==> src/design/routerPkg.sv <==
`default_nettype none

package routerPkg;

  // ==============================
  // sizes
  // ==============================

  localparam int portCount = 5;     // local, north, east, west, south.
  localparam int flitWidth = 16;
  localparam int lengthWidth = 12;  // head flits carry the packet length in the low bits.
  localparam int flitIdWidth = 3;   // type code sits in the top bits of every flit.

  // ==============================
  // types
  // ==============================

  typedef enum logic [flitIdWidth-1:0] {
    flitNone = 3'b000,
    flitHead = 3'b001,
    flitBody = 3'b010,
    flitTail = 3'b100
  } flitType;

  // one-hot arbiter state with idle in the lowest bit.
  // bit i+1 is set while channel i holds the output.
  typedef enum logic [portCount:0] {
    stIdle  = 6'b000001,
    stLocal = 6'b000010,
    stNorth = 6'b000100,
    stEast  = 6'b001000,
    stWest  = 6'b010000,
    stSouth = 6'b100000
  } arbState;

endpackage

`default_nettype wire

==> src/design/flitDecoder.sv <==
`default_nettype none

module flitDecoder
(
  input  logic [routerPkg::portCount-1:0][routerPkg::flitWidth-1:0] flitIn,
  output routerPkg::flitType [routerPkg::portCount-1:0] flitId,
  output logic [routerPkg::portCount-1:0][routerPkg::lengthWidth-1:0] length
);

  genvar ch;

  generate
    for (ch = 0; ch < routerPkg::portCount; ch++)
    begin : gChannel
      logic [routerPkg::flitIdWidth-1:0] code;

      assign code = flitIn[ch][routerPkg::flitWidth-1 -: routerPkg::flitIdWidth];

      // unknown codes are treated as an empty slot.
      always_comb
      begin
        case (code)
          routerPkg::flitHead:
            flitId[ch] = routerPkg::flitHead;
          routerPkg::flitBody:
            flitId[ch] = routerPkg::flitBody;
          routerPkg::flitTail:
            flitId[ch] = routerPkg::flitTail;
          default:
            flitId[ch] = routerPkg::flitNone;
        endcase
      end

      // only a head flit carries a length, body payload must not reach the timers.
      always_comb
      begin
        if (flitId[ch] == routerPkg::flitHead)
          length[ch] = flitIn[ch][routerPkg::lengthWidth-1:0];
        else
          length[ch] = '0;
      end
    end
  endgenerate

endmodule

`default_nettype wire

==> src/design/flitSwitch.sv <==
`default_nettype none

module flitSwitch
(
  input  logic clk,
  input  logic rst,
  input  logic [routerPkg::portCount-1:0][routerPkg::flitWidth-1:0] flitIn,
  input  logic [routerPkg::portCount-1:0] req,
  input  logic [routerPkg::portCount-1:0] grant,
  output logic [routerPkg::flitWidth-1:0] flitOut,
  output logic flitOutValid
);

  logic [routerPkg::flitWidth-1:0] selFlit;
  logic selValid;

  // and-or mux, grant is at most one-hot so no priority is needed.
  always_comb
  begin
    selFlit = '0;
    for (int i = 0; i < routerPkg::portCount; i++)
    begin
      selFlit = selFlit | (flitIn[i] & {routerPkg::flitWidth{grant[i]}});
    end
  end

  assign selValid = |(grant & req);  // low when idle or the holder stopped requesting.

  // ==============================
  // output register
  // ==============================

  always_ff @(posedge clk)
  begin
    if (rst)
    begin
      flitOut <= '0;
      flitOutValid <= 1'b0;
    end
    else
    begin
      flitOut <= selFlit;
      flitOutValid <= selValid;
    end
  end

  // grant comes from the arbiter state, two owners would corrupt the output.
  grantOneHot: assert property (@(posedge clk) disable iff (rst) $onehot0(grant))
    else $error("flitSwitch grant %b has more than one bit set", grant);

endmodule

`default_nettype wire

==> src/design/grantTimer.sv <==
`default_nettype none

module grantTimer
(
  input  logic clk,
  input  logic rst,
  input  routerPkg::flitType flitId,
  input  logic [routerPkg::lengthWidth-1:0] length,
  input  logic run,
  output logic expired
);

  logic [routerPkg::lengthWidth-1:0] limit;  // length of the last head flit seen.
  logic [routerPkg::lengthWidth-1:0] count;

  always_ff @(posedge clk)
  begin
    if (rst)
    begin
      limit <= '0;
      count <= '0;
    end
    else
    begin
      if (flitId == routerPkg::flitHead)
        limit <= length;
      if (run)
        count <= count + 1'b1;
      else
        count <= '0;  // any cycle off the output restarts the budget.
    end
  end

  // a zero length expires in the very first cycle of a grant.
  assign expired = (count == limit);

  // the arbiter must drop run once the count reaches the limit.
  countWithinLimit: assert property (@(posedge clk) disable iff (rst)
    run |-> (count <= limit))
    else $error("grantTimer count %0d passed limit %0d", count, limit);

endmodule

`default_nettype wire

==> src/design/portArbiter.sv <==
`default_nettype none

module portArbiter
(
  input  logic clk,
  input  logic rst,
  input  logic [routerPkg::portCount-1:0] req,
  input  routerPkg::flitType [routerPkg::portCount-1:0] flitId,
  input  logic [routerPkg::portCount-1:0][routerPkg::lengthWidth-1:0] length,
  output logic [routerPkg::portCount-1:0] grant
);

  routerPkg::arbState state;
  routerPkg::arbState nextState;
  logic [routerPkg::portCount-1:0] run;
  logic [routerPkg::portCount-1:0] expired;
  logic [routerPkg::portCount-1:0] others;  // requests without the current holder.

  // first requester found when scanning from channel start upwards with wrap.
  function automatic routerPkg::arbState pickNext(
    input logic [routerPkg::portCount-1:0] reqs,
    input int start
  );
    logic [routerPkg::portCount:0] oneHot;
    int idx;
    oneHot = routerPkg::stIdle;
    for (int k = routerPkg::portCount - 1; k >= 0; k--)
    begin
      idx = (start + k) % routerPkg::portCount;
      if (reqs[idx])
      begin
        oneHot = '0;
        oneHot[idx + 1] = 1'b1;
      end
    end
    return routerPkg::arbState'(oneHot);
  endfunction

  // ==============================
  // grant timers
  // ==============================

  genvar ch;

  generate
    for (ch = 0; ch < routerPkg::portCount; ch++)
    begin : gTimer
      grantTimer timer0
      (
        .clk(clk),
        .rst(rst),
        .flitId(flitId[ch]),
        .length(length[ch]),
        .run(run[ch]),
        .expired(expired[ch])
      );
    end
  endgenerate

  // ==============================
  // state machine
  // ==============================

  always_ff @(posedge clk)
  begin
    if (rst)
      state <= routerPkg::stIdle;
    else
      state <= nextState;
  end

  always_comb
  begin
    run = '0;
    others = '0;
    nextState = routerPkg::stIdle;
    case (state)
      routerPkg::stIdle:
        nextState = pickNext(req, 0);  // fixed priority, local first.
      routerPkg::stLocal, routerPkg::stNorth, routerPkg::stEast,
      routerPkg::stWest, routerPkg::stSouth:
      begin
        for (int h = 0; h < routerPkg::portCount; h++)
        begin
          if (state[h + 1])
          begin
            if (req[h] && !expired[h])
            begin
              run[h] = 1'b1;
              nextState = state;
            end
            else
            begin
              others = req;
              others[h] = 1'b0;
              nextState = pickNext(others, h + 1);  // round robin after the holder.
            end
          end
        end
      end
      default:
        nextState = routerPkg::stIdle;
    endcase
  end

  assign grant = state[routerPkg::portCount:1];

  stateOneHot: assert property (@(posedge clk) disable iff (rst) $onehot(state))
    else $error("portArbiter state %b is not one-hot", state);

endmodule

`default_nettype wire

==> src/design/routerOutput.sv <==
`default_nettype none

module routerOutput
(
  input  logic clk,
  input  logic rst,
  input  logic [routerPkg::portCount-1:0][routerPkg::flitWidth-1:0] flitIn,
  input  logic [routerPkg::portCount-1:0] req,
  output logic [routerPkg::portCount-1:0] grant,
  output logic [routerPkg::flitWidth-1:0] flitOut,
  output logic flitOutValid
);

  routerPkg::flitType [routerPkg::portCount-1:0] flitId;
  logic [routerPkg::portCount-1:0][routerPkg::lengthWidth-1:0] length;

  // decode stage.
  flitDecoder decoder0
  (
    .flitIn(flitIn),
    .flitId(flitId),
    .length(length)
  );

  // execute stage, one cycle from request to grant.
  portArbiter arbiter0
  (
    .clk(clk),
    .rst(rst),
    .req(req),
    .flitId(flitId),
    .length(length),
    .grant(grant)
  );

  // result stage, one more cycle to the output.
  flitSwitch switch0
  (
    .clk(clk),
    .rst(rst),
    .flitIn(flitIn),
    .req(req),
    .grant(grant),
    .flitOut(flitOut),
    .flitOutValid(flitOutValid)
  );

endmodule

`default_nettype wire

==> config.mk <==
export PLATFORM = sky130hd
export DESIGN_NAME = routerOutput
export DESIGN_NICKNAME = d
export VERILOG_FILES = /design/src/design/routerPkg.sv /design/src/design/flitDecoder.sv /design/src/design/flitSwitch.sv /design/src/design/grantTimer.sv /design/src/design/portArbiter.sv /design/src/design/routerOutput.sv
export SDC_FILE = /design/constraint.sdc
export NUM_CORES = 1
export LEC_CHECK = 0
export ABC_AREA = 1
export BUFFER_PORTS_ARGS = -buffer_cell sky130_fd_sc_hd__buf_2
export CORE_MARGIN = 3
export CORE_UTILIZATION = 37
export DETAILED_ROUTE_END_ITERATION = 10
export PLACE_DENSITY_LB_ADDON = 0.12
export SLEW_MARGIN = 20
export SYNTH_ARGS = -nofsm -noshare
export SYNTH_HDL_FRONTEND = slang
export SYNTH_HIERARCHICAL = 1
export SYNTH_SLANG_ARGS = --single-unit
==> constraint.sdc <==
create_clock -name clk -period 1.95 [get_ports clk]
set_input_delay 0.0975 -clock clk [delete_from_list [all_inputs] [get_ports clk]]
set_output_delay 0.0975 -clock clk [all_outputs]
set_load 0.03 [all_outputs]
## Word-level counts from Yosys, hierarchy flattened

Cells that the tools add are included.

- Register bits after elaboration: 143
- Input port bits: 87
- Output and inout port bits: 22
- Logic and storage cells: 143

- Add/subtract/negate cells: 5
- Eq/ne operators: 36
- Multiplexer cells: 48
- Bitwise logic cells: 15
- Reductions and logical operators: 21

Operator list:

| cell | number |
|---|---|
| $mux 6 | 21 |
| $and 16x16->16 | 5 |
| $or 16x16->16 | 4 |
| $add 12x1->12 const B | 5 |
| $eq 12x12->1 | 5 |
| $pmux 3 s3 | 5 |
| $eq 3x1->1 const B | 10 |
| $mux 5 | 5 |
| $eq 3x2->1 const B | 5 |
| $eq 3x3->1 const B | 5 |
| $mux 4 | 3 |
| $pmux 6 s2 | 1 |
| $mux 1 | 10 |
| $reduce_or 2->1 | 5 |
| $reduce_or 5->1 | 2 |
| $ne 7x3->1 const B | 1 |
| $eq 6x1->1 const B | 1 |
| $eq 6x2->1 const B | 1 |
| $eq 6x3->1 const B | 1 |
| $eq 6x4->1 const B | 1 |
| $eq 6x5->1 const B | 1 |
| $eq 6x6->1 const B | 1 |
| $mux 3 | 2 |
| $ne 6x3->1 const B | 1 |
| other kinds (12) | 24 |

## Longest topological paths before layout

- Depth after elaboration: 11
- Mapped depth: 17
- Mapped depth without buffers: 17

## Hierarchy

The synthesis kept the hierarchy.

Modules (own cells, without submodules):

| module | instances | cells an instance | area each (um^2) | seq. area each (um^2) |
|---|---|---|---|---|
| grantTimer (arbiter0.gTimer[0].timer0 ...) | 4 | 169 | 1,191.1 | 480.5 |
| grantTimer (arbiter0.gTimer[4].timer0) | 1 | 169 | 1,186.1 | 480.5 |
| flitSwitch | 1 | 182 | 1,088.5 | 340.3 |
| flitDecoder | 1 | 155 | 800.8 | 0.0 |
| portArbiter | 1 | 142 | 790.8 | 120.1 |

## Worst setup path before layout

OpenSTA, ideal clock, no wires.

- Path kind: register to register
- From: register arbiter0/gTimer[4].timer0/count[2] (netlist name)
- To: register arbiter0/gTimer[4].timer0/count[2] (netlist name)
- Setup time: 0.078 ns
- Arrival time: 1.687 ns
- Required time: 1.872 ns
- Slack: 0.186 ns
- Cell stages (with the launch flop): 14
- Path buffers: 0
- Period minus slack after synthesis: 1.764 ns
- Cell sequence: dfxtp_1 -> inv_1 -> nand2_1 -> nand2_1 -> nand2_1 -> nor2_1 -> nand2_1 -> nor2_1 -> or2_1 -> nor3_1 -> inv_1 -> nor2_1 -> inv_1 -> nor3_1

- Cells in the longest elaborated chain, start to end: 8
- Elaborated cells between the ends (all ways): 9
- Those cells by class: 1 x add/sub; 1 x eq/ne; 3 x mux; 1 x bitwise; 3 x reduce/logical

RTL lines:

| item | line | text |
|---|---|---|
| start, declared | grantTimer.sv:14 | `logic [routerPkg::lengthWidth-1:0] count;` |
| start signal, assigned | grantTimer.sv:28 | `count <= count + 1'b1;` |
| $eq 12x12->1 | grantTimer.sv:35 | `assign expired = (count == limit);` |
| net arbiter0.expired (one bit) | portArbiter.sv:16 | `logic [routerPkg::portCount-1:0] expired;` |
| $logic_not 1->1 | portArbiter.sv:87 | `if (req[h] && !expired[h])` |
| $logic_and 1x1->1 | portArbiter.sv:87 |  |
| $mux 1 | portArbiter.sv:87 |  |
| $mux 1 | portArbiter.sv:85 | `if (state[h + 1])` |
| $mux 5 | portArbiter.sv:77 | `case (state)` |
| net arbiter0.run (one bit) | portArbiter.sv:15 | `logic [routerPkg::portCount-1:0] run;` |
| $not 1->1 (no source line) | -- |  |
| $reduce_or 2->1 (no source line) | -- |  |

The timed path passes the listed nets, and every way through them passes these cells.
A chain may end at the register's enable or synchronous reset.

## Worst setup path after layout

- From: register arbiter0/gTimer[4].timer0/count[0] (netlist name)
- To: register arbiter0/gTimer[4].timer0/count[7] (netlist name)

Same word-level chain as after synthesis.

==> results.json <==
{
  "yosys-top-cells-area": "dfxtp_1 (33%), nand2_1 (16%), inv_1 (9.6%)",
  "synth_cells": 1324,
  "clock_path_buffers": 2,
  "max_freq_mhz": 531,
  "ys_seq_area_share_pct": 33.2,
  "first_iter_violations": 454,
  "slew_headroom_pct": 63.8,
  "p_per_area_mw_per_mm2": 708,
  "fp.dieH_um": 159,
  "pin_count": 109,
  "rsz0062_at_grt": "yes",
  "setup_tns_ns": 0,
  "cp_cell_sequence": "inv_1, nand2_1, nand2_1, nand2_1, nor2_2, nand2_1, nor2_2, or2_1, nor3_2, inv_1, nor2_2, buf_6, clkinvlp_4, buf_6, a21oi_2",
  "antenna_cells": 0,
  "vias": 7950,
  "clock-root-buffer": "clkbuf_16",
  "ir_drop_uv": 577,
  "synth_area_per_cell_sq_um": 6.52,
  "hold_class": "in2reg",
  "cp-start-kind": "register",
  "core-area_sq_mm": 0.0228,
  "stdcell_area_sq_mm": 0.0103,
  "crit_path_max_incr_delay_ns": 0.34,
  "yosys.area_share.adder_pct": 0.725,
  "critPathMaxFanout": 6,
  "p_leak_nw": 4.83,
  "synth.net_count": 1416,
  "ys_warn_count": 6,
  "yosysTopAreaCell": "dfxtp_1",
  "async_flop_share_pct": 0,
  "wl_mm": 23.6,
  "cts_sinks": 143,
  "grt_pass1_wl_mm": 38.1,
  "synthSimpleGateAreaFrac_pct": 39.6,
  "worstSkewPairLatency_ns": 0.43,
  "portBuffers": 108,
  "antenna_found_initial": 0,
  "die_w_um": 159,
  "synth_top_family_by_area": "simple AND/OR/NAND/NOR gates",
  "drive_gt1_share_pct": 24.2,
  "synth_area_sq_mm": 0.00863,
  "outcome": "complete, no violations",
  "synth_top_area_share_pct": 33.2,
  "hold_violations": 0,
  "synth_compound_area_share_pct": 8.64,
  "drt-pass1-iter-count": 5,
  "grt.overflow.total": 0,
  "crit_slowest_cell": "dfxtp_2",
  "cpMostUsedCell": "nand2_1",
  "worstSetupEndpointType": "register",
  "period_minus_slack_ns": 1.88,
  "cts_htree_levels": 4,
  "slew_viol_final": 0,
  "fin_worst_skew_ns": 0.00944,
  "area_growth_pct": 19.4,
  "synth_edf_count": 0,
  "place_hpwl_mm": 18.5,
  "path_clk_slew_ns": 0.06,
  "crit_type": "reg2reg",
  "fin_nets": 1558,
  "arrival_ns": 2.24,
  "postLayoutCoreUtil_pct": 45.2,
  "place.gp.congestion": 0.900,
  "cts_tree": "done",
  "wire_per_inst_um": 13.2,
  "synth_xor_area_share_pct": 3.45,
  "period_share_pct": 96.6,
  "drc": 0,
  "postRouteAntennaNets": 0,
  "start_util_pct": 37.9,
  "synth_mux_area_share_pct": 0,
  "grt_max_degree": 30,
  "grt_pass1_vias": 7468,
  "cap_violations": 0,
  "synth_top_flop_cell": "dfxtp_1",
  "tightest_slew_ns": 0.540,
  "instances_no_fill": 1792,
  "finalSetupViolations": 0,
  "synth_cell_type_count": 33,
  "rows": 55,
  "required_ns": 2.31,
  "cts_made_buffers": 17,
  "vias_per_cell": 4.44,
  "dpl.cell_count": 1748,
  "grt.total_usage_pct": 18.7,
  "placed_area_sq_mm": 0.00950,
  "yosys_register_bits": 143,
  "dieArea_sq_mm": 0.0252
}
## path summary, 6_finish.rpt
kind                                      start                                  to  slack [ns]  cells after the start
min reg2reg  arbiter0/gTimer[4].timer0/limit[0]  arbiter0/gTimer[4].timer0/limit[0]        0.47                      2
min                                  flitIn[54]                  switch0/flitOut[6]        0.01                      5
max reg2reg  arbiter0/gTimer[4].timer0/count[0]  arbiter0/gTimer[4].timer0/count[7]        0.07                     15
max          arbiter0/gTimer[4].timer0/count[0]  arbiter0/gTimer[4].timer0/count[7]        0.07                     15
## where the power goes
part | leakage [nW] | total, W | switching [W] | internal (W)
combinational | 3.38 | 0.00103 | 0.000684 | 0.000342
sequential | 1.18 | 0.00307 | 0.0000571 | 0.00302
clock | 0.273 | 0.00320 | 0.00131 | 0.00189
total | 4.83 | 0.00729 | 0.00205 | 0.00524
## cells in the final DEF (no fill, tap or decap), types with 24 or more instances in the layout
cell type	count
dfxtp_2	29
nand3_1	52
a21oi_1	36
dfxtp_1	113
nand3_2	24
nand2_1	361
inv_1	213
a211oi_1	60
nor2_1	207
buf_2	108
buf_4	49
nor2_2	53
## logic make-up after synthesis
logic type | count (synthesis)
AOI/OAI and AO/OA | 115
xor gates and xnor gates | 34
and+or+nand+nor | 757
adders and majority gates | 5
buffers and inverters | 270
DFF | 143
## cells in the mapped netlist, types with 2 or more instances
library cell,n
a211oi_1,60
a21oi_1,38
a31oi_1,2
buf_1,5
buf_12,2
buf_2,3
buf_4,7
buf_6,21
dfxtp_1,143
ha_1,5
inv_1,221
inv_2,9
nand2_1,363
nand2_2,5
nand3_1,53
nand3_2,23
nand3b_2,4
nand4_1,4
nor2_1,217
nor2_2,45
nor2_4,20
nor3_1,20
o21ai_0,12
xnor2_1,14
xor2_1,20
## per-stage QoR
step                total power, W  hold WS (ns)  worst slack [ns]
global route               0.00763        0.0286           -0.0564
global placement           0.00413         0.422           -0.0279
floorplan                  0.00379         0.167             0.186
detailed placement         0.00413         0.422           -0.0757
CTS                        0.00735       0.00141          -0.00707
finish                     0.00729        0.0111            0.0660
## metal layers
metal  GRT usage, %  up-vias  wire, um
li1               -     4328         -
met4           6.21        0       573
met2           30.4      123     10800
met5              0        -         0
met1           25.0     3473     11400
met3           3.63       26       787
## cell type report
class | instances | area (sq um)
clock buffers | 19 | 433
well taps | 313 | 392
clock inverters | 13 | 141
inverters | 231 | 875
multi-input cells | 911 | 4600
repair buffers | 162 | 963
flip-flops and latches | 143 | 2900
fillers | 2429 | 12500
## worst max-delay path, delay by kind of cell, from the launching register on
family / cells / cell delay [ns]
DFF: 1 / 0.34
buffers and inverters: 5 / 0.51
AOI/OAI and AO/OA: 1 / 0.08
and+or+nand+nor: 9 / 0.88
## timing repair
action	CTS	global route
endpoints found under the hold margin	1	0
pin swaps	0	15
buffers inserted	0	11
gates resized for setup	4	63
endpoints found under the setup margin	11	57
hold buffers	1	0
## registers in the layout, indices dropped and copies added, names as in the netlist
name,cells
arbiter0/gTimer.timer0/count,60
arbiter0/gTimer.timer0/limit,60
switch0/flitOut,16
arbiter0/state,6
switch0/flitOutValid,1
Note: power is estimated with default switching activity, not from simulation.
